--- config.mk ---
export PLATFORM = sky130hd
export DESIGN_NAME = word_bank
export DESIGN_NICKNAME = d
export VERILOG_FILES = /design/src/cache_geom_pkg.sv /design/src/word_bank.sv
export SDC_FILE = /design/constraint.sdc
export NUM_CORES = 2
export LEC_CHECK = 0
export ABC_AREA = 0
export BUFFER_PORTS_ARGS = -buffer_cell sky130_fd_sc_hd__buf_4
export CAP_MARGIN = 20
export CELL_PAD_IN_SITES_DETAIL_PLACEMENT = 1
export CELL_PAD_IN_SITES_GLOBAL_PLACEMENT = 1
export CORE_MARGIN = 1.5
export CORE_UTILIZATION = 50
export CTS_CLUSTER_SIZE = 16
export DETAILED_ROUTE_END_ITERATION = 16
export GPL_TIMING_DRIVEN = 0
export HOLD_SLACK_MARGIN = 0.05
export PLACE_DENSITY_LB_ADDON = 0.2
export SYNTH_ARGS = -nofsm -noshare
export SYNTH_HDL_FRONTEND = slang
export SYNTH_SLANG_ARGS = --single-unit
--- constraint.sdc ---
create_clock -name clk -period 3.25 [get_ports clk]
set_input_delay 0.1625 -clock clk [delete_from_list [all_inputs] [get_ports clk]]
set_output_delay 0.1625 -clock clk [all_outputs]
set_load 0.02 [all_outputs]
--- src/cache_geom_pkg.sv ---
package cache_geom_pkg;

    // Address split: | unused | tag | index | word | byte |
    localparam int OFFSET_BITS    = 4;
    localparam int INDEX_BITS     = 7;
    localparam int TAG_BITS       = 7;
    localparam int LINE_ADDR_BITS = TAG_BITS + INDEX_BITS;  // Memory line address

    localparam int NUM_SETS       = 1 << INDEX_BITS;
    localparam int WORDS_PER_LINE = 4;
    localparam int BYTES_PER_WORD = 4;

    localparam int ADDR_BITS      = 32;
    localparam int UNUSED_BITS    = ADDR_BITS - LINE_ADDR_BITS - OFFSET_BITS;

    typedef logic [31:0] word_t;
    typedef word_t [WORDS_PER_LINE-1:0] line_t;     // Word 0 in the low bits
    typedef logic [BYTES_PER_WORD-1:0] be_t;

    // Field view of a CPU address
    typedef struct packed {
        logic [UNUSED_BITS-1:0] unused;             // Ignored, addresses alias
        logic [TAG_BITS-1:0]    tag;
        logic [INDEX_BITS-1:0]  index;
        logic [1:0]             word_sel;           // Bank select
        logic [1:0]             byte_sel;
    } addr_fields_t;

    // Same 32 bits, read flat or split into fields
    typedef union packed {
        logic [ADDR_BITS-1:0] raw;
        addr_fields_t         fld;
    } cpu_addr_u;

endpackage

--- src/word_bank.sv ---
`timescale 1ns/1ps

module word_bank (
    input  logic                                  clk,
    input  logic                                  we,
    input  cache_geom_pkg::be_t                   be,
    input  cache_geom_pkg::word_t                 wdata,
    input  logic [cache_geom_pkg::INDEX_BITS-1:0] wr_index,
    input  logic [cache_geom_pkg::INDEX_BITS-1:0] rd_index,
    output cache_geom_pkg::word_t                 rdata
);
    import cache_geom_pkg::*;

    word_t mem [NUM_SETS];

    always_ff @(posedge clk) begin
        if (we) begin
            for (int b = 0; b < BYTES_PER_WORD; b++) begin
                if (be[b]) begin
                    mem[wr_index][8*b +: 8] <= wdata[8*b +: 8];
                end
            end
        end
    end

    // Registered read, old data on a same-index write
    always_ff @(posedge clk) begin
        rdata <= mem[rd_index];
    end

endmodule
# Yosys cells after proc, flatten, opt, wreduce, memory -nomap -nowiden
# Memories as Yosys holds them, arrays and structs flattened. A register that Yosys moved wholly into a read port is not among the register bits.
# Cells that the tools add are included.
[totals]
memories = 1
reg_bits = 0
mem_bits_rw = 4096
[mem_list]
columns = ["name", "words", "width", "read_ports", "rd_clocked_by_memory_dff", "write_ports", "line_no", "rtl"]
rows = [
  ["mem", 128, 32, 1, 1, 1, "word_bank.sv:14", "word_t mem [NUM_SETS];"],
]
[op_classes]
n_mux = 12
[ops]
columns = ["cell", "n"]
rows = [
  ["2-to-1 mux 1 bit", 12],
]

# Longest topological paths before layout
[logic_depth]
depth_word = 3
depth_mapped = 8
mapped_depth_nobuf = 4

# Least setup slack after synthesis
# Ideal clock, no wire load.
[synth_path]
kind = "input -> register"
start = "input rd_index[0] (netlist bit)"
end = "register rdata[10], read port of mem"
setup_time_ps = 121
path_buffers = 3
arrival_ps = 2774
required_time_ps = 3129
path_stages = 7
path_slack_ps = 356
cell_sequence = "buf_2 clkbuf_1 buf_1 mux4_2 mux4_2 mux4_2 mux2_2"
[synth_lines]
columns = ["element", "line_no", "rtl"]
rows = [
  ["start, declared", "word_bank.sv:9", "input logic [cache_geom_pkg::INDEX_BITS-1:0] rd_index,"],
  ["end, declared", "word_bank.sv:10", "output cache_geom_pkg::word_t rdata"],
]

==> impl_metrics.csv <==
group,metric,value,unit
cells_and_area,final_common_cell,"edfxtp_1",
routing,route.detailed.drc,0,
place,gp_congestion,0.994,
synthesis,ys_seq_area_share,78.1,%
place,placed_area,166000,sq um
sta,period_minus_slack,3340,ps
cells_and_area,layout_common_cells,"edfxtp_1, mux4_2, nor2_1",
setup_path,worstPathRequired,4100,ps
sta,hold_viol_final,0,
setup_path,path_max_fanout,10,
global_routing,grt.total_usage,28.6,%
sta,setup_ws,-89.1,ps
clock_tree,worstSkewPairLatency,980,ps
cells_and_area,drive_gt1_share,30.6,%
setup_path,criticalPathCategory,"input port to register",
cells_and_area,fin_area,180000,sq um
cells_and_area,instances_no_fill,11800,
routing,wl_per_cell,38.5,microns
routing,dr.first_iter.drc_count,10600,
cells_and_area,finalNetCount,7214,
floorplanning,io-pin-count,84,
sta,skew,63.0,ps
global_routing,grt_pass1_vias,76500,
place,hpwl,323000,microns
sta,period_share,103,%
power,p_per_area,628,nW/um^2
job,drv_cap,0,
global_routing,grt_first_pass_wirelength,625000,microns
clock_tree,ctsRootBufferMaster,"clkbuf_16",
synthesis,avgSynthCellArea,24.2,sq um
run_status,failed_checks,"setup timing",
cells_and_area,syn2layout_area_growth,13.7,%
routing,wirelength,453000,microns
clock_tree,clk_pin_slew,60,ps
sta,final-max-slew-violation-count,0,
global_routing,grt_max_degree,97,
synthesis,synth_largest_area_cell,"edfxtp_1",
place,post-place-ws,-1730,ps
power,leakage,55.3,nW
sta,setup_viol,14,
sta,worstMarginPinSlew,1200,ps
min_path,hp-class,"input port to register",
clock_tree,cts_sinks,4128,
floorplanning,placementRows,206,
routing,firstDrtPassIters,6,
global_routing,antenna_found_initial,67,
synthesis,ys_top_cells_by_area,"edfxtp_1, mux4_2, nor2_1",
synthesis,netlist_instances,6552,
synthesis,synth_nets,6604,
synthesis,yosysUniqueCellTypes,17,
synthesis,syn_area,158000,sq um
clock_tree,cts_tree,"done",
place,placed_cells,10900,
clock_tree,cts.path.max_buffers,4,
power,ir_drop,0.443,mV
clock_tree,htreeDepth,5,
clock_tree,numCtsBuffers,416,
routing,ant_nets,0,
routing,vias,75100,
floorplanning,initial_utilization,50.3,%
routing,vias_per_cell,6.37,
run_status,status,"finished, violations left",
place,io_buffers,73,
global_routing,overflow,0,
sta,setup_tns,-524,ps
synthesis,ys_ff_latch,4128,
floorplanning,core_area,315000,sq um
sta,fmax,0.299,GHz
cells_and_area,nFillCells,26000,
floorplanning,die_area,320000,sq um
setup_path,arrival,4190,ps
synthesis,synth_top_cell_area_share,77.7,%
floorplanning,die_w,566,microns
setup_path,worst_setup_path_start_kind,"input port",
synthesis,yosys_warnings,0,
setup_path,cp-end-kind,"register",
sta,slew_headroom,19.8,%
floorplanning,die_h,566,microns
==> critical path, cell delays in order <==
cell and delay [ps]:
buf_2 260, buf_2 690, buf_1 510, buf_8 230
mux4_2 540, mux4_2 580, mux4_2 760, mux2_2 400
==> timing repair <==
action                                   CTS  global route
endpoints found under the hold margin   2471             0
hold buffers                              33             0
setup buffers                              0             0
resized for setup                         61            10
pin swaps                                  0             0
endpoints found under the setup margin    32            15
==> metal layers <==
layer | share of wire (%) | up-vias | global-route usage [%]
li1 | - | 29500 | -
met1 | 39 | 41000 | 41.8
met2 | 48 | 4053 | 44.2
met3 | 9.7 | 605 | 5.38
met4 | 3.3 | 0 | 9.15
met5 | 0 | - | 0
==> final cells by class <==
type                       instances  area, sq um  area share, %
antenna                          114          285          0.158
buffer                           373         1710          0.951
clock buffer                     498        10900           6.06
clock inverter                   270         2470           1.37
multi-input combinational       2051        33200           18.5
sequential                      4128       124000           68.7
tap                             4160         5200           2.89
timing repair buffer             192         2610           1.45
==> sequential cells by signal, summed over array words and instances (netlist names) <==
register and cells:
mem 4096, rdata 32
==> cell usage after synthesis <==
cell      number
and3_1         1
and3b_1        2
buf_1         58
buf_2         75
buf_4          1
buf_6          2
clkbuf_1     237
dfxtp_1       32
edfxtp_1    4096
mux2_2        32
mux4_2      1344
nand2_1      135
nand2b_1       4
nor2_1       522
nor3_1         7
nor3b_1        3
nor4_1         1
==> metrics by stage <==
stage                     util [%]  hold slack [ps]  power (mW)
after CTS                     57.0             79.8         113
after detailed placement      52.6              580        66.4
final                         57.2              122         113
after global placement        52.1              588        66.1
after floorplan                  -              261        62.8
after global routing          57.2             58.7         115
==> power by group <==
part / internal, mW / switching (mW) / total [mW]
sequential: 58.7 / 0.0667 / 58.8
clock: 27.3 / 20.3 / 47.5
combinational: 2.36 / 4.37 / 6.73
==> path summary, 6_finish.rpt <==
| check | from | endpoint | cells after the start | slack [ps] |
|---|---|---|---|---|
| setup / recovery | rd_index[0] | rdata[14] | 8 | -90 |
| hold reg to reg | mem[98][18] | rdata[18] | 4 | 1140 |
| hold / removal | rd_index[6] | rdata[2] | 4 | 120 |
| setup reg to reg | mem[94][13] | rdata[13] | 4 | 460 |
==> logic make-up (layout without fill, tap and decap cells) <==
kind of cell	Yosys count	count (layout)	share of synthesized area (%)
buffers and inverters	373	1333	0.955
muxes	1376	1376	19.3
other	0	114	0
DFF	4128	4128	78.1
and+or+nand+nor	675	675	1.63
(Power assumes the default switching activity.)
