==> config.mk <==
export PLATFORM = sky130hd
export DESIGN_NAME = store_align
export DESIGN_NICKNAME = d
export VERILOG_FILES = /design/src/cache_geom_pkg.sv /design/src/cache_bus_pkg.sv /design/src/store_align.sv
export SDC_FILE = /design/constraint.sdc
export NUM_CORES = 1
export LEC_CHECK = 0
export BUFFER_PORTS_ARGS = -buffer_cell sky130_fd_sc_hd__clkbuf_2
export CORE_AREA = 2 2 135 137
export DETAILED_ROUTE_END_ITERATION = 7
export DIE_AREA = 0 0 137 139
export GPL_TIMING_DRIVEN = 0
export SLEW_MARGIN = 25
export SYNTH_ARGS = -nofsm -noshare
export SYNTH_HDL_FRONTEND = slang
export SYNTH_SLANG_ARGS = --single-unit
==> constraint.sdc <==
create_clock -name vclk -period 3.2
set_input_delay 0.16 -clock vclk [all_inputs]
set_output_delay 0.16 -clock vclk [all_outputs]
set_load 0.1 [all_outputs]
==> src/cache_geom_pkg.sv <==
package cache_geom_pkg;

    // Address split: | unused | tag | index | word | byte |
    localparam int OFFSET_BITS    = 4;
    localparam int INDEX_BITS     = 7;
    localparam int TAG_BITS       = 7;
    localparam int LINE_ADDR_BITS = TAG_BITS + INDEX_BITS;  // Memory line address

    localparam int NUM_SETS       = 1 << INDEX_BITS;
    localparam int WORDS_PER_LINE = 4;
    localparam int BYTES_PER_WORD = 4;

    localparam int ADDR_BITS      = 32;
    localparam int UNUSED_BITS    = ADDR_BITS - LINE_ADDR_BITS - OFFSET_BITS;

    typedef logic [31:0] word_t;
    typedef word_t [WORDS_PER_LINE-1:0] line_t;     // Word 0 in the low bits
    typedef logic [BYTES_PER_WORD-1:0] be_t;

    // Field view of a CPU address
    typedef struct packed {
        logic [UNUSED_BITS-1:0] unused;             // Ignored, addresses alias
        logic [TAG_BITS-1:0]    tag;
        logic [INDEX_BITS-1:0]  index;
        logic [1:0]             word_sel;           // Bank select
        logic [1:0]             byte_sel;
    } addr_fields_t;

    // Same 32 bits, read flat or split into fields
    typedef union packed {
        logic [ADDR_BITS-1:0] raw;
        addr_fields_t         fld;
    } cpu_addr_u;

endpackage

==> src/cache_bus_pkg.sv <==
package cache_bus_pkg;

    // Access size as sent by the CPU
    typedef enum logic [1:0] {
        INVALID = 2'd0,
        BYTE    = 2'd1,
        HALF    = 2'd2,
        WORD    = 2'd3
    } access_size_e;

    typedef struct packed {
        cache_geom_pkg::cpu_addr_u addr;
        logic                      write;   // 1 for a store
        access_size_e              size;
        cache_geom_pkg::word_t     wdata;   // Right-aligned store data
    } cpu_req_t;

    typedef struct packed {
        cache_geom_pkg::word_t rdata;       // Zero-extended load data
    } cpu_resp_t;

    // One line per transfer
    typedef struct packed {
        logic                                      write;
        logic [cache_geom_pkg::LINE_ADDR_BITS-1:0] line_addr;
        cache_geom_pkg::line_t                     wline;
    } mem_req_t;

    typedef struct packed {
        cache_geom_pkg::line_t rline;       // Don't care on write acks
    } mem_resp_t;

endpackage

==> src/store_align.sv <==
`timescale 1ns/1ps

module store_align (
    input  cache_bus_pkg::cpu_req_t                                     cur_req,
    input  logic                                                        store_en,
    input  logic                                                        fill_en,
    input  cache_geom_pkg::line_t                                       fill_line,
    output logic [cache_geom_pkg::WORDS_PER_LINE-1:0]                   bank_we,
    output cache_geom_pkg::be_t [cache_geom_pkg::WORDS_PER_LINE-1:0]    bank_be,
    output cache_geom_pkg::word_t [cache_geom_pkg::WORDS_PER_LINE-1:0]  bank_wdata,
    output logic [cache_geom_pkg::INDEX_BITS-1:0]                       wr_index
);
    import cache_geom_pkg::*;
    import cache_bus_pkg::*;

    be_t        st_be;
    word_t      st_word;
    logic [1:0] wsel;
    logic [1:0] bsel;

    assign wr_index = cur_req.addr.fld.index;   // Fills go to the same set
    assign wsel     = cur_req.addr.fld.word_sel;
    assign bsel     = cur_req.addr.fld.byte_sel;

    // Offset rounded down to the access size, data copied to every lane
    always_comb begin
        case (cur_req.size)
            BYTE: begin
                st_be   = be_t'(4'b0001 << bsel);
                st_word = {4{cur_req.wdata[7:0]}};
            end
            HALF: begin
                st_be   = bsel[1] ? 4'b1100 : 4'b0011;
                st_word = {2{cur_req.wdata[15:0]}};
            end
            WORD: begin
                st_be   = 4'b1111;
                st_word = cur_req.wdata;
            end
            default: begin
                st_be   = 4'b0000;
                st_word = cur_req.wdata;
            end
        endcase
    end

    always_comb begin
        for (int i = 0; i < WORDS_PER_LINE; i++) begin
            bank_we[i]    = fill_en || (store_en && (wsel == 2'(i)));
            bank_be[i]    = fill_en ? 4'b1111 : st_be;
            bank_wdata[i] = fill_en ? fill_line[i] : st_word;
        end
    end

endmodule

---- After elaboration in Yosys (flattened, before gate mapping) ----
Index checks and enable logic that the tools add are counted.
word-level totals
  register bits after elaboration ......... 0
  word-level logic and storage cells ...... 24
  output and inout bits ................... 155
  input port bits ......................... 197
cells by class
  equality and inequality tests ........... 6
  reductions and logical operators ........ 9
  shifts and indexed selects .............. 1
  mux-type cells .......................... 8
operators with widths
  kind                                                  number
  two-way mux 32 bit                                    4
  case mux 32 bit (2 select lines)                      1
  case mux 4 bit (3 select lines)                       1
  equality test 2 bit (second input constant)           4
  two-way mux 4 bit                                     2
  equality test 2 x 1 -> 1 bit (second input constant)  2
  logical AND 1 bit                                     4
  logical OR 1 bit                                      4
  << shifter 1 x 2 -> 4 bit (first input constant)      1
  logical NOT 2 bit                                     1

---- Logic depth before layout (Yosys ltp) ----
  depth after elaboration ................. 3
  depth in mapped cells ................... 7
  depth with buffers taken out ............ 5

---- Worst setup path before layout ----
Ideal clock, no wire load.
  path type ............................... input port to output port
  start ................................... in cur_req[32] in the netlist's numbering
  end ..................................... out bank_be[12] in the netlist's numbering
  stages on the path ...................... 4
  data required time ...................... 3.040 ns
  arrival ................................. 4.500 ns
  path slack .............................. -1.460 ns
  path buffers ............................ 1
  cells stage by stage .................... inv_1 > ha_1 > o41ai_1 > buf_4
RTL lines
  element             line              text
  start: declaration  store_align.sv:4  input cache_bus_pkg::cpu_req_t cur_req,
  end: declaration    store_align.sv:9  output cache_geom_pkg::be_t [cache_geom_pkg::WORDS_PER_LINE-1:0] bank_be,

==> impl_results.md <==
* Outcome: finished, final reports clean
* Hold WC Path Type: input port to primary output
* Avg Cell Area, Syn at 6.07 µm²
* Hold Path Sink: wr_index[4]
* Hold Startpoint: cur_req[43]
* Seq pwr share at 0%
* Seq Cell Count at 0
* Hpwl dp at 12500 µm
* Commonest non-fill, non-tap cell in the layout: clkbuf_2
* I/O pin count at 352
* Final worst setup slack at 0.730 ns
* Crit share post-route at 77.2%
* Max_cap viols at 0
* GRT Util Overall at 13.8%
* Final min period at 2.47 ns
* CLK BUF at 0
* RSZ-0062 raised after global routing: false
* DIE HEIGHT at 139 µm
* Nets@finish at 882
* Rows at 49
* Net Count, Synth at 557
* Seq/Total Area, Yosys at 0%
* Remaining Overflow, GRT at 0
* Slew Limit Headroom at 44.6%
* Diodes inserted at 0
* Clock power share at 0%
* Core Region at 17700 µm²
* Max Fanout on Critical Path at 8
* Register Area at 0 µm²
* Routed WL per cell at 15.9 µm
* PD cells at 490 nW/µm²
* Vias in the first global route at 3356
* Worst slew pin tran at 0.829 ns
* Setup CP Type: input port to primary output
* Layout cell share with drive strength beyond 1 at 57.5%
* Largest net degree at the start of global routing at 11
* Post-layout total power at 0.00199 W
* Mapped Cells at 355
* Critical Path End Type: primary output
* Iteration-0 DRC count of the detailed router at 135
* Post-CTS resize count at 0
* Worst Hold Depth at 2
* DIE WIDTH at 137 µm
* Fmax achieved at 405 MHz
* Final instance area at 4070 µm²
* Via count at 3593
* First-pass GRT wire length at 19700 µm
* Most frequent cells in the layout: clkbuf_2, nand2_1, inv_1
* Post-CTS Hold Buffers at 0
* DR pass1 iterations at 7
* Finish-stage setup viols at 0
* Setup bufs post-CTS at 0
* Unique masters post-synth at 30
* Sw Pwr at 0.00166 W
* Hold Fails Final Rpt at 0
* RD Place Congestion at 0.830
* Max IR drop VDD at 0.000208 V
* Die ar. at 19000 µm²
* ANT nets after route at 0
* WL final at 14400 µm
* Drt drc at 0
* Crit path DAT at 2.31 ns
* Combinational power share at 100.0%
* Synth warn at 0
* Antenna violations before repair at 0
* Pre-CTS WS at 0.746 ns
* Setup TNS at 0 ns
* Starting Density at 12.2%
* Area Growth Syn to Fin at 88.6%
* Int Pwr at 0.000333 W
* CP startpoint kind: input port
* Syn Std Cell Area at 2160 µm²
* Via-to-Cell Ratio at 3.96
* Critical path required time at 3.04 ns
* Sw frac at 83.3%
* IO buf count at 323
* Pleak at 2.75 nW
* Post-place instance area at 4070 µm²
* Max Slew Vio Count at 0
[layout make-up]
type	count	area (µm²)
multi-input cells	268	1690
fillers	2042	13600
plain buffers	43	308
inverters	44	165
well taps	229	287
repair buffers	323	1620
[cells in the mapped netlist (all sizes together)]
cell type | number | area share (%)
a21o | 32 | 11
a311oi | 8 | 9.8
o21bai | 4 | 1.4
buf | 42 | 14
inv | 44 | 7.7
a22oi | 8 | 3.9
o21ai | 1 | 0.23
nor2 | 2 | 0.70
ha | 5 | 2.9
nor3b | 2 | 0.70
clkbuf | 1 | 0.17
o41ai | 1 | 0.41
nor2b | 11 | 3.2
a31o | 2 | 0.81
nand3b | 1 | 0.35
nand2b | 8 | 2.3
a22o | 8 | 3.3
or2 | 2 | 0.58
nand2 | 131 | 23
a21oi | 33 | 7.7
o32ai | 8 | 5.3
nor3 | 1 | 0.23
[per-layer routing]
layer	share of wire [%]	vias up	GRT usage (%)	wire length, µm
met4	0.90	0	1.14	130
met5	0	-	0	0
met1	40	1589	15.9	5780
met3	6.2	6	1.35	892
li1	-	1801	-	-
met2	53	197	27.7	7600
[logic make-up (layout without fill, tap and decap cells)]
family                     after synthesis  count (layout)  share of synthesized area (%)
and+or+nand+nor                        158             158                           31.2
adders and majority gates                5               5                           2.90
AOI/OAI and AO/OA                      105             105                           43.9
buffers and inverters                   87             410                           21.9
[worst max-delay path, stage by stage]
cell and delay (ns):
clkbuf_2 0.13, inv_1 0.07, ha_1 0.30, nor2b_1 0.13
buf_2 0.20, o32ai_1 0.71, a21o_1 0.14, clkbuf_2 0.46
[power by group through the flow]
stage	Combinational [W]	Clock, W	Sequential (W)
after floorplan	0.00163	0	0
after global placement	0.00200	0	0
after detailed placement	0.00200	0	0
after CTS	0.00201	0	0
after global routing	0.00207	0	0
final	0.00199	0	0
[how the worst max path moves through the flow]
stage | end | slack [ns] | start | depth (start not counted)
2_1_floorplan | bank_be[12] | 0.10 | cur_req[32] | 4
4_1_cts | bank_wdata[9] | 0.74 | cur_req[32] | 8
3_3_place_gp | bank_wdata[41] | 0.74 | cur_req[32] | 8
6_report | bank_wdata[41] | 0.73 | cur_req[32] | 8
5_1_grt | bank_be[7] | 0.65 | cur_req[32] | 9
3_5_place_dp | bank_wdata[9] | 0.75 | cur_req[32] | 8
[through the flow]
| step | instances | hold WS (ns) | util, % |
|---|---|---|---|
| after floorplan | 355 | 0.532 | - |
| after global placement | 907 | 0.782 | 23.0 |
| after detailed placement | 907 | 0.783 | 23.0 |
| after CTS | 907 | 0.782 | 23.0 |
| after global routing | 907 | 0.785 | 23.0 |
| final | 907 | 0.781 | 23.0 |
Power figures use the tool's default switching activity.
