## src/cache_geom_pkg.sv

```systemverilog
package cache_geom_pkg;

    // Address split: | unused | tag | index | word | byte |
    localparam int OFFSET_BITS    = 4;
    localparam int INDEX_BITS     = 7;
    localparam int TAG_BITS       = 7;
    localparam int LINE_ADDR_BITS = TAG_BITS + INDEX_BITS;  // Memory line address

    localparam int NUM_SETS       = 1 << INDEX_BITS;
    localparam int WORDS_PER_LINE = 4;
    localparam int BYTES_PER_WORD = 4;

    localparam int ADDR_BITS      = 32;
    localparam int UNUSED_BITS    = ADDR_BITS - LINE_ADDR_BITS - OFFSET_BITS;

    typedef logic [31:0] word_t;
    typedef word_t [WORDS_PER_LINE-1:0] line_t;     // Word 0 in the low bits
    typedef logic [BYTES_PER_WORD-1:0] be_t;

    // Field view of a CPU address
    typedef struct packed {
        logic [UNUSED_BITS-1:0] unused;             // Ignored, addresses alias
        logic [TAG_BITS-1:0]    tag;
        logic [INDEX_BITS-1:0]  index;
        logic [1:0]             word_sel;           // Bank select
        logic [1:0]             byte_sel;
    } addr_fields_t;

    // Same 32 bits, read flat or split into fields
    typedef union packed {
        logic [ADDR_BITS-1:0] raw;
        addr_fields_t         fld;
    } cpu_addr_u;

endpackage

```

## src/cache_bus_pkg.sv

```systemverilog
package cache_bus_pkg;

    // Access size as sent by the CPU
    typedef enum logic [1:0] {
        INVALID = 2'd0,
        BYTE    = 2'd1,
        HALF    = 2'd2,
        WORD    = 2'd3
    } access_size_e;

    typedef struct packed {
        cache_geom_pkg::cpu_addr_u addr;
        logic                      write;   // 1 for a store
        access_size_e              size;
        cache_geom_pkg::word_t     wdata;   // Right-aligned store data
    } cpu_req_t;

    typedef struct packed {
        cache_geom_pkg::word_t rdata;       // Zero-extended load data
    } cpu_resp_t;

    // One line per transfer
    typedef struct packed {
        logic                                      write;
        logic [cache_geom_pkg::LINE_ADDR_BITS-1:0] line_addr;
        cache_geom_pkg::line_t                     wline;
    } mem_req_t;

    typedef struct packed {
        cache_geom_pkg::line_t rline;       // Don't care on write acks
    } mem_resp_t;

endpackage

```

## src/load_align.sv

```systemverilog
`timescale 1ns/1ps

module load_align (
    input  cache_bus_pkg::cpu_req_t cur_req,
    input  cache_geom_pkg::line_t   bank_line,
    output cache_geom_pkg::word_t   load_word
);
    import cache_geom_pkg::*;
    import cache_bus_pkg::*;

    word_t      sel_word;
    logic [1:0] bsel;

    assign sel_word = bank_line[cur_req.addr.fld.word_sel];
    assign bsel     = cur_req.addr.fld.byte_sel;

    // Right-align and zero-extend, offset rounded down to the size
    always_comb begin
        case (cur_req.size)
            BYTE: begin
                load_word = {24'h0, sel_word[8*bsel +: 8]};
            end
            HALF: begin
                load_word = {16'h0, sel_word[16*bsel[1] +: 16]};
            end
            WORD: begin
                load_word = sel_word;
            end
            default: begin
                load_word = '0;     // Never accepted
            end
        endcase
    end

endmodule

```

## config.mk

```make
export PLATFORM = sky130hd
export DESIGN_NAME = load_align
export DESIGN_NICKNAME = d
export VERILOG_FILES = /design/src/cache_geom_pkg.sv /design/src/cache_bus_pkg.sv /design/src/load_align.sv
export SDC_FILE = /design/constraint.sdc
export NUM_CORES = 1
export LEC_CHECK = 0
export BUFFER_PORTS_ARGS = -buffer_cell sky130_fd_sc_hd__buf_2
export CAP_MARGIN = 20
export CORE_AREA = 8 8 81 83
export DETAILED_ROUTE_END_ITERATION = 8
export DIE_AREA = 0 0 89 91
export PLACE_DENSITY = 0.85
export REMOVE_ABC_BUFFERS = 1
export SYNTH_ARGS = -nofsm -noshare
export SYNTH_HDL_FRONTEND = slang
export SYNTH_SLANG_ARGS = --single-unit
```

## constraint.sdc

```tcl
create_clock -name vclk -period 4.54
set_clock_uncertainty 0.15 [all_clocks]
set_input_delay 0.227 -clock vclk [all_inputs]
set_output_delay 0.227 -clock vclk [all_outputs]
set_load 0.02 [all_outputs]
```

# [After elaboration in Yosys (flattened, before gate mapping)]
# Index checks and enable logic that the tools add are counted.
[op_classes] n_lt_le_gt_ge=1 n_eq_ne=3 shift=2 mux=3
[op_table] operator="$pmux W32 S3" count=1
[op_table] operator="$bmux W32 S2" count=1
[op_table] operator="$mux W32" count=1
[op_table] operator="$shiftx A32 B6 Y16" count=1
[op_table] operator="$shiftx A32 B6 Y8" count=1
[op_table] operator="$eq A2 B2 Y1 const B" count=2
[op_table] operator="$lt A2 B3 Y1 const B" count=1
[op_table] operator="$eq A2 B1 Y1 const B" count=1
[word_totals] ff_bits=0 in_bits=195 out_inout_bits=32 elab_cells=9

# [Logic depth before layout (Yosys ltp)]
# Gate-level depths: netlist (run 1).
[logic_depth] ltp_word=4 depth_mapped=8

# [Worst setup path before layout (run 1)]
# Ideal clock, no wire load.
[synth_path] kind="input-to-output" from="in cur_req[38] in the netlist's numbering" to="out load_word[11]" arrival_ns=1.720 required_ns=4.163 path_slack_ns=2.443 path_stages=7 n_path_buf=2 cell_sequence="buf_2 > inv_2 > buf_2 > mux4_2 > nor2_1 > a31oi_1 > nor2b_1"
[synth_via] elab_chain_len=4
[synth_lines] element="start, declared" line_no="load_align.sv:4" text="input cache_bus_pkg::cpu_req_t cur_req,"
[synth_lines] element="$bmux W32 S2 *" line_no="load_align.sv:14" text="assign sel_word = bank_line[cur_req.addr.fld.word_sel];"
[synth_lines] element="$mux W32 (not written as such) *" line_no="load_align.sv:14"
[synth_lines] element="$shiftx A32 B6 Y16" line_no="load_align.sv:24" text="load_word = {16'h0, sel_word[16*bsel[1] +: 16]};"
[synth_lines] element="$pmux W32 S3 *" line_no="load_align.sv:19" text="case (cur_req.size)"
[synth_lines] element="end, declared" line_no="load_align.sv:6" text="output cache_geom_pkg::word_t load_word"
# Mark *: on every way between the ends. The rest lies on a longest branch, timed or not. The select of a mux whose other input is x is not followed.

# [Worst setup path after layout (run 1)]
[layout_path] from="in cur_req[38] in the netlist's numbering" to="out load_word[4]"
[layout_via] elab_chain_len=4 elab_cells_between_ends=5 cone_classes="shift (2); mux (3)"
[layout_lines] element="$bmux W32 S2 *" line_no="load_align.sv:14"
[layout_lines] element="$mux W32 (not written as such) *" line_no="load_align.sv:14"
[layout_lines] element="$shiftx A32 B6 Y16 or $shiftx A32 B6 Y8 (tied branches)" line_no="load_align.sv:24, load_align.sv:21"
[layout_lines] element="$pmux W32 S3 *" line_no="load_align.sv:19"
# Marks and branches as above.

==> results by group, run 1 <==
Run status
  – Status: completed

Global routing
  – Vias in the first global route: 2652
  – Largest net degree at the start of global routing: 66
  – Total GRT Usage: 0.192
  – Initial antenna violation count: 0
  – First-pass GRT wire length: 12800 µm
  – Total congestion overflow: 0

Die
  – Io pins: 227
  – Die area: 0.00810 mm²
  – Die W: 89 µm
  – Num rows: 27
  – Starting Density: 0.338
  – Die Y: 91 µm
  – CORE AREA: 0.00534 mm²

STA
  – Fin. Hold Viols: 0
  – Final setup vio count: 0
  – Post-layout min period: 2.78 ns
  – Pin slew with the least headroom to its limit: 1.02 ns
  – Slew Limit Fails: 0
  – Unrepaired setup endpoints after global routing: false
  – Slew headroom: 0.319
  – Final hold slack: 0.808 ns
  – Fin crit share: 0.612
  – F_max: 360 MHz
  – Setup_tns: 0 ns

Layout
  – # diodes: 0
  – Area Growth Syn to Fin: 44.7%
  – Storage cell area: 0 µm²
  – FILL cells: 529
  – Layout cells sized above 1: 0.474
  – Final nets: 581
  – Clock buffers: 0
  – Final Cell Area: 0.00261 mm²
  – Num sequential: 0

Run
  – Max Cap Viol: 0

Setup path
  – Worst-path maximum fanout: 36
  – Most frequent CP cell: buf_2
  – Worst Path Arrival: 2.40 ns
  – CP cell instances: buf_2, inv_2, nor2_1, a22oi_1, nand3_1, o221ai_1, buf_2
  – Largest stage delay on the critical path: 0.63 ns
  – CP max stage cell: nor2_1
  – Critical Path End Type: output port
  – CP Launch Type: primary input
  – Crit path required time: 4.16 ns
  – Critical path buffers and inverters: 3
  – Critical path class: in -> out
  – CP delay by family, top: buffers and inverters

Synth
  – Avg Inst Size Synth: 7.57 µm²
  – Top cells by count, synth: mux2i_1 (62), nor2_1 (35), nand2_1 (18)
  – Cell type with the largest total area after synthesis: mux2i_1
  – Synth area leaders: mux2i_1 (34%), mux4_2 (13%), nor2_1 (7.3%)
  – Seq/Total Area, Yosys: 0
  – Yosys top cell area share: 0.344
  – Most common cell in the synthesized netlist: mux2i_1
  – Post-Syn Area: 0.00180 mm²
  – Cell variety after synth: 29
  – Warnings from Yosys: 0
  – Mapped Cells: 238

Route
  – Via count: 2488
  – Residual DRC: 0
  – Initial DRC Count: 84
  – Drt pass-1 iters: 4
  – Routed Antenna Nets: 0
  – Mean routed wirelength per cell: 18.1 µm
  – Via density per instance: 5.46
  – WL final: 8260 µm

Clock tree
  – Hold Buf Count CTS: 0
  – Resized cells post-CTS: 0
  – Post-CTS Setup Bufs: 0

Placed design
  – I/O Buffers: 166
  – Gpl congestion: 0.788
  – DP Area: 0.00261 mm²
  – Post-DP HPWL: 6640 µm

Power
  – Leak: 1.41 nW
  – Worst VDD drop: 0.0590 mV
  – PD cells: 112 mW/mm²

Hold path
  – Worst hold path class: in -> out
  – Origin of the worst min-delay path: cur_req[33]
  – Hold endpoint: load_word[8]
  – Hold depth: 3
-- per-layer routing --
metal	global-route usage	wire (µm)	vias up	part of all wire
met1	0.223	3230	1149	0.39
met3	0.0333	826	8	0.10
met2	0.358	4130	129	0.50
met4	0.0194	78	0	0.0094
li1	-	-	1202	-
met5	0	0	-	0
-- final cells by class --
| type | instances | area (µm²) | share of cell area |
|---|---|---|---|
| Multi-Input combinational cell | 215 | 1670 | 0.640 |
| Inverter | 2 | 7.51 | 0.00288 |
| Tap cell | 72 | 90.1 | 0.0346 |
| Timing Repair Buffer | 167 | 841 | 0.323 |
-- report_power, final --
group	switching (mW)	total [mW]	internal, mW
Combinational	0.159	0.292	0.133
Sequential	0	0	0
Clock	0	0	0
-- cell usage in the layout (no fill, tap or decap) --
cell type,synthesis,routed
buf_4,1,2
nand2_1,18,18
mux2i_1,62,62
nand3_1,8,8
nand2b_1,2,2
o21ai_1,2,2
a31oi_1,7,7
mux4_2,10,10
a22oi_1,14,14
and2_1,15,15
a21oi_1,2,2
buf_2,5,165
nand2b_4,1,1
or3_1,1,1
nand3b_1,1,1
nor2_1,35,35
nor2b_1,7,7
a311oi_1,1,1
o211ai_1,2,2
mux2_2,2,2
nor3_1,1,1
o221ai_1,7,7
o21ai_0,2,2
a211oi_1,14,14
inv_2,2,2
o2111ai_1,1,1
-- kinds of logic after synthesis --
family / Yosys count / synth area share
buffers and inverters: 23 / 0.0743
AND/OR/NAND/NOR: 89 / 0.234
multiplexers: 74 / 0.482
AO/OA/AOI/OAI: 52 / 0.210
-- worst max path at each step --
| stage | endpoint | slack [ns] | cells past startpoint | startpoint |
|---|---|---|---|---|
| after floorplan | load_word[11] | 2.49 | 5 | cur_req[38] |
| after global placement | load_word[4] | 1.74 | 7 | cur_req[38] |
| after detailed placement | load_word[4] | 1.74 | 7 | cur_req[38] |
| after CTS | load_word[4] | 1.73 | 7 | cur_req[38] |
| after global routing | load_word[4] | 1.47 | 7 | cur_req[38] |
| final | load_word[4] | 1.76 | 7 | cur_req[38] |
-- stage by stage --
stage	util	instances	total power, mW	setup WS (ns)
after floorplan	-	217	0.158	2.49
after global placement	0.488	456	0.283	1.74
after detailed placement	0.488	456	0.291	1.74
after CTS	0.488	456	0.292	1.73
after global routing	0.488	456	0.320	1.47
final	0.488	456	0.292	1.76
Note: power is estimated with default switching activity, not from simulation.
==> run 2, diff against run 1 <==
Settings changed: CORE_AREA 8 8 81 83 to not set, CORE_MARGIN set to 8, CORE_UTILIZATION set to 34, DIE_AREA 0 0 89 91 to not set.
Clock period 4.54 ns to 2.6 ns, I/O delays scaled along.
==> results by group, run 2 (synthesis gave the netlist of run 1 again) <==
Die
  – CORE AREA: 0.00511 mm² (was 0.00534 mm²)
  – Die W: 88.8 µm (was 89 µm)
  – Die area: 0.00788 mm² (was 0.00810 mm²)
  – Io pins: 227 (unchanged)
  – Starting Density: 0.353 (was 0.338)
  – Die Y: 88.8 µm (was 91 µm)
  – Num rows: 26 (was 27)

Setup path
  – Crit path required time: 2.32 ns (was 4.16 ns)
  – Critical path class: in -> out (unchanged)
  – Critical Path End Type: output port (unchanged)
  – CP Launch Type: primary input (unchanged)
  – Worst-path maximum fanout: 29 (was 36)
  – Worst Path Arrival: 1.85 ns (was 2.40 ns)

STA
  – Slew Limit Fails: 0 (unchanged)
  – Setup_tns: 0 ns (unchanged)
  – Final setup vio count: 0 (unchanged)
  – Fin. Hold Viols: 0 (unchanged)
  – Unrepaired setup endpoints after global routing: false (unchanged)
  – Slew headroom: 0.442 (was 0.319)
  – F_max: 470 MHz
  – Final hold slack: 0.601 ns (was 0.808 ns)
  – Pin slew with the least headroom to its limit: 0.835 ns (was 1.02 ns)
  – Fin crit share: 0.818
  – Post-layout min period: 2.13 ns

Placed design
  – Post-DP HPWL: 6640 µm (about the same)
  – I/O Buffers: 166 (unchanged)
  – Gpl congestion: 0.779 (was 0.788)
  – Placed Cells incl. Taps: 464 (was 456)

Layout
  – Multi-input gate area: 0.00167 mm² (unchanged)
  – Layout cells sized above 1: 0.487 (was 0.474)
  – Final nets: 591 (was 581)
  – Storage cell area: 0 µm² (unchanged)
  – # diodes: 0 (unchanged)
  – Finished Layout Cells: 464 (was 456)
  – Clock buffers: 0 (unchanged)
  – Most common cell after layout, fill and taps aside: buf_2 (unchanged)
  – Area Growth Syn to Fin: 48.7% (was 44.7%)
  – Num sequential: 0 (unchanged)
  – Most frequent cells in the layout: buf_2 (165), mux2i_1 (62), nor2_1 (35) (unchanged)
  – FILL cells: 517 (was 529)

Global routing
  – Total GRT Usage: 0.190 (was 0.192)
  – First-pass GRT wire length: 12300 µm (was 12800 µm)
  – Largest net degree at the start of global routing: 31 (was 66)
  – Initial antenna violation count: 0 (unchanged)
  – Vias in the first global route: 2617 (was 2652)
  – Total congestion overflow: 0 (unchanged)

Route
  – Residual DRC: 0 (unchanged)
  – Via density per instance: 5.46 (about the same)
  – Routed Antenna Nets: 0 (unchanged)
  – Initial DRC Count: 90 (was 84)
  – Mean routed wirelength per cell: 17.3 µm (was 18.1 µm)
  – Via count: 2534 (was 2488)
  – WL final: 8010 µm (was 8260 µm)
  – Drt pass-1 iters: 7 (was 4)

Power
  – PD cells: 193 mW/mm² (was 112 mW/mm²)
  – Worst VDD drop: 0.0879 mV (was 0.0590 mV)
  – Leak: 1.46 nW (was 1.41 nW)

Hold path
  – Worst hold path class: in -> out (unchanged)

Clock tree
  – Hold Buf Count CTS: 0 (unchanged)
  – Post-CTS Setup Bufs: 0 (unchanged)
  – Resized cells post-CTS: 0 (unchanged)

Run
  – Max Cap Viol: 0 (unchanged)

Run status
  – Status: completed (unchanged)
run 2: final cells by class:
| class | instances | share of cell area |
|---|---|---|
| Inverter | 2 | 0.00280 |
| Multi-Input combinational cell | 215 | 0.623 |
| Tap cell | 70 | 0.0327 |
| Timing Repair Buffer | 177 | 0.342 |
run 2: power by group:
group	switching [mW]	internal, mW	total [mW]
Sequential	0	0	0
Clock	0	0	0
Combinational	0.277	0.240	0.516
run 2: metal layers:
layer,track usage,part of all wire,up-vias
met5,0,0,-
met4,0.0261,0.0097,0
met3,0.0511,0.12,8
met2,0.350,0.50,142
met1,0.215,0.37,1160
li1,-,-,1224
run 2: through the flow:
stage / util / worst slack [ns] / power (mW) / cell area [µm²]
after floorplan: - / 0.743 / 0.276 / 1680
after global placement: 0.524 / 0.518 / 0.502 / 2680
after detailed placement: 0.524 / 0.492 / 0.515 / 2680
after CTS: 0.524 / 0.485 / 0.517 / 2680
after global routing: 0.524 / 0.353 / 0.563 / 2680
final: 0.524 / 0.473 / 0.516 / 2680
run 2: final timing paths:
kind	startpoint	slack, ns	depth (start not counted)	end
worst min-delay path	cur_req[33]	0.60	3	load_word[14]
worst max-delay path	cur_req[37]	0.47	8	load_word[8]
run 2: critical path, stage by stage:
cell     delay [ns]
buf_4          0.39
buf_4          0.28
mux2i_1        0.11
mux4_2         0.49
nor2_1         0.10
a31oi_1        0.05
nor2b_1        0.11
buf_2          0.18
==> run 3, diff against run 2 <==
Settings changed: ABC_AREA set to 1, CORE_UTILIZATION 34 to 33, PLACE_DENSITY 0.85 to 0.84.
Clock period 2.6 ns to 2.1 ns, I/O delays scaled along.
==> results by group, run 3 <==
Synth
  – Cell type with the largest total area after synthesis: nand2_1 (was mux2i_1)
  – Avg Inst Size Synth: 4.28 µm² (was 7.57 µm²)
  – Cell variety after synth: 13 (was 29)
  – Mapped Cells: 404 (was 238)
  – Top cells by count, synth: nand2_1 (236), nand3_1 (86), nor2_1 (24) (was mux2i_1 (62), nor2_1 (35), nand2_1 (18))
  – Post-Syn Area: 0.00173 mm² (was 0.00180 mm²)
  – Warnings from Yosys: 0 (unchanged)
  – Most common cell in the synthesized netlist: nand2_1 (was mux2i_1)
  – Yosys top cell area share: 0.513 (was 0.344)
  – Synth area leaders: nand2_1 (51%), nand3_1 (25%), nor2_1 (5.2%) (was mux2i_1 (34%), mux4_2 (13%), nor2_1 (7.3%))
  – Seq/Total Area, Yosys: 0 (unchanged)

Global routing
  – Initial antenna violation count: 0 (unchanged)
  – Largest net degree at the start of global routing: 34 (was 31)
  – First-pass GRT wire length: 12900 µm (was 12300 µm)
  – Total GRT Usage: 0.198 (was 0.190)
  – Total congestion overflow: 0 (unchanged)
  – Vias in the first global route: 2961 (was 2617)

Layout
  – Layout cells sized above 1: 0.322 (was 0.487)
  – Final nets: 746 (was 591)
  – Clock buffers: 0 (unchanged)
  – Num sequential: 0 (unchanged)
  – FILL cells: 552 (was 517)
  – Most common cell after layout, fill and taps aside: nand2_1 (was buf_2)
  – Final Cell Area: 0.00252 mm² (was 0.00268 mm²)
  – Most frequent cells in the layout: nand2_1 (236), buf_2 (166), nand3_1 (86) (was buf_2 (165), mux2i_1 (62), nor2_1 (35))
  – # diodes: 0 (unchanged)
  – Storage cell area: 0 µm² (unchanged)
  – Area Growth Syn to Fin: 46.1% (was 48.7%)

STA
  – Slew headroom: 0.527 (was 0.442)
  – Unrepaired setup endpoints after global routing: false (unchanged)
  – F_max: 589 MHz
  – Fin crit share: 0.808
  – Slew Limit Fails: 0 (unchanged)
  – Final setup vio count: 0 (unchanged)
  – Setup_tns: 0 ns (unchanged)
  – Pin slew with the least headroom to its limit: 0.707 ns (was 0.835 ns)
  – Post-layout min period: 1.70 ns
  – Fin. Hold Viols: 0 (unchanged)

Setup path
  – Largest stage delay on the critical path: 0.42 ns (was 0.49 ns)
  – CP delay by family, top: buffers and inverters (unchanged)
  – Number of cells on the critical path: 10 (was 8)
  – Critical Path End Type: output port (unchanged)
  – CP Launch Point: cur_req[38] (was cur_req[37])
  – Worst Path Arrival: 1.44 ns (was 1.85 ns)
  – CP Launch Type: primary input (unchanged)
  – Critical path buffers and inverters: 3 (unchanged)
  – Most frequent CP cell: nand2_1 (was buf_4)
  – CP max stage cell: inv_2 (was mux4_2)
  – CP cell instances: buf_2, inv_2, nand3_1, nand2_1, nand2_1, nand3_1, nand2_1, nand2_1, nand2_1, buf_2 (was buf_4, buf_4, mux2i_1, mux4_2, nor2_1, a31oi_1, nor2b_1, buf_2)
  – Worst-path maximum fanout: 32 (was 29)
  – Crit path required time: 1.85 ns (was 2.32 ns)
  – Critical path class: in -> out (unchanged)

Clock tree
  – Hold Buf Count CTS: 0 (unchanged)
  – Post-CTS Setup Bufs: 0 (unchanged)
  – Resized cells post-CTS: 0 (unchanged)

Die
  – Die W: 88.4 µm (was 88.8 µm)
  – Die area: 0.00781 mm² (was 0.00788 mm²)
  – Num rows: 26 (unchanged)
  – CORE AREA: 0.00507 mm² (was 0.00511 mm²)
  – Starting Density: 0.340 (was 0.353)
  – Die Y: 88.4 µm (was 88.8 µm)
  – Io pins: 227 (unchanged)

Hold path
  – Hold depth: 6 (was 3)
  – Worst hold path class: in -> out (unchanged)
  – Origin of the worst min-delay path: bank_line[87] (was cur_req[33])

Route
  – Via density per instance: 4.94 (was 5.46)
  – Drt pass-1 iters: 5 (was 7)
  – Routed Antenna Nets: 0 (unchanged)
  – Via count: 3055 (was 2534)
  – Mean routed wirelength per cell: 13.6 µm (was 17.3 µm)
  – Residual DRC: 0 (unchanged)
  – WL final: 8420 µm (was 8010 µm)
  – Initial DRC Count: 140 (was 90)

Placed design
  – DP Area: 0.00252 mm² (was 0.00268 mm²)
  – Post-DP HPWL: 6600 µm (was 6640 µm)
  – Gpl congestion: 0.802 (was 0.779)
  – I/O Buffers: 166 (unchanged)

Run status
  – Status: completed (unchanged)

Power
  – PD cells: 241 mW/mm² (was 193 mW/mm²)
  – Leak: 1.61 nW (was 1.46 nW)
  – Worst VDD drop: 0.128 mV (was 0.0879 mV)

Run
  – Max Cap Viol: 0 (unchanged)
run 3: changes by cell type in the layout (fill, tap and decap cells not counted), sizes merged, moves of 7 or more:
cell    previous run  this run
mux4              10         0
o21ai              4        16
and2              15         0
nor2              35        24
nand2             18       236
o221ai             7         0
a22oi             14         0
nand3              8        86
a211oi            14         0
nor2b              7         0
mux2i             62         0
a31oi              7         0
run 3: report_power, final:
| part | internal (mW) | total [mW] | switching (mW) |
|---|---|---|---|
| sequential | 0 | 0 | 0 |
| combinational | 0.239 | 0.609 | 0.370 |
| clock | 0 | 0 | 0 |
run 3: stage by stage:
stage	util	cells	hold WS (ns)	power [mW]	setup WS, ns
after floorplan	-	374	0.274	0.325	0.506
after global placement	0.498	619	0.525	0.590	0.445
after detailed placement	0.498	619	0.534	0.606	0.411
after CTS	0.498	619	0.533	0.608	0.411
after global routing	0.498	619	0.568	0.681	0.230
final	0.498	619	0.532	0.609	0.403
run 3: kinds of logic (layout without fill, tap and decap cells):
logic type	Yosys count	count (layout)	share of synthesized area
simple gates	346	346	0.814
buf+inv	36	181	0.122
compound gates	22	22	0.0637
run 3: routing by layer:
layer	wire length, µm	GRT usage	vias up	share of wire
met5	0	0	-	0
met4	90	0.0261	0	0.011
met3	1040	0.0511	8	0.12
met2	3920	0.368	151	0.47
met1	3370	0.222	1318	0.40
li1	-	-	1578	-
run 3: area by class of cell:
| type | count | area, µm² | area share |
|---|---|---|---|
| Inverter | 6 | 22.5 | 0.00892 |
| Timing Repair Buffer | 175 | 898 | 0.356 |
| Tap cell | 70 | 87.6 | 0.0347 |
| Multi-Input combinational cell | 368 | 1520 | 0.601 |
run 3: path summary, 6_finish.rpt:
| path | end | slack [ns] |
|---|---|---|
| max | load_word[4] | 0.40 |
| min | load_word[23] | 0.53 |
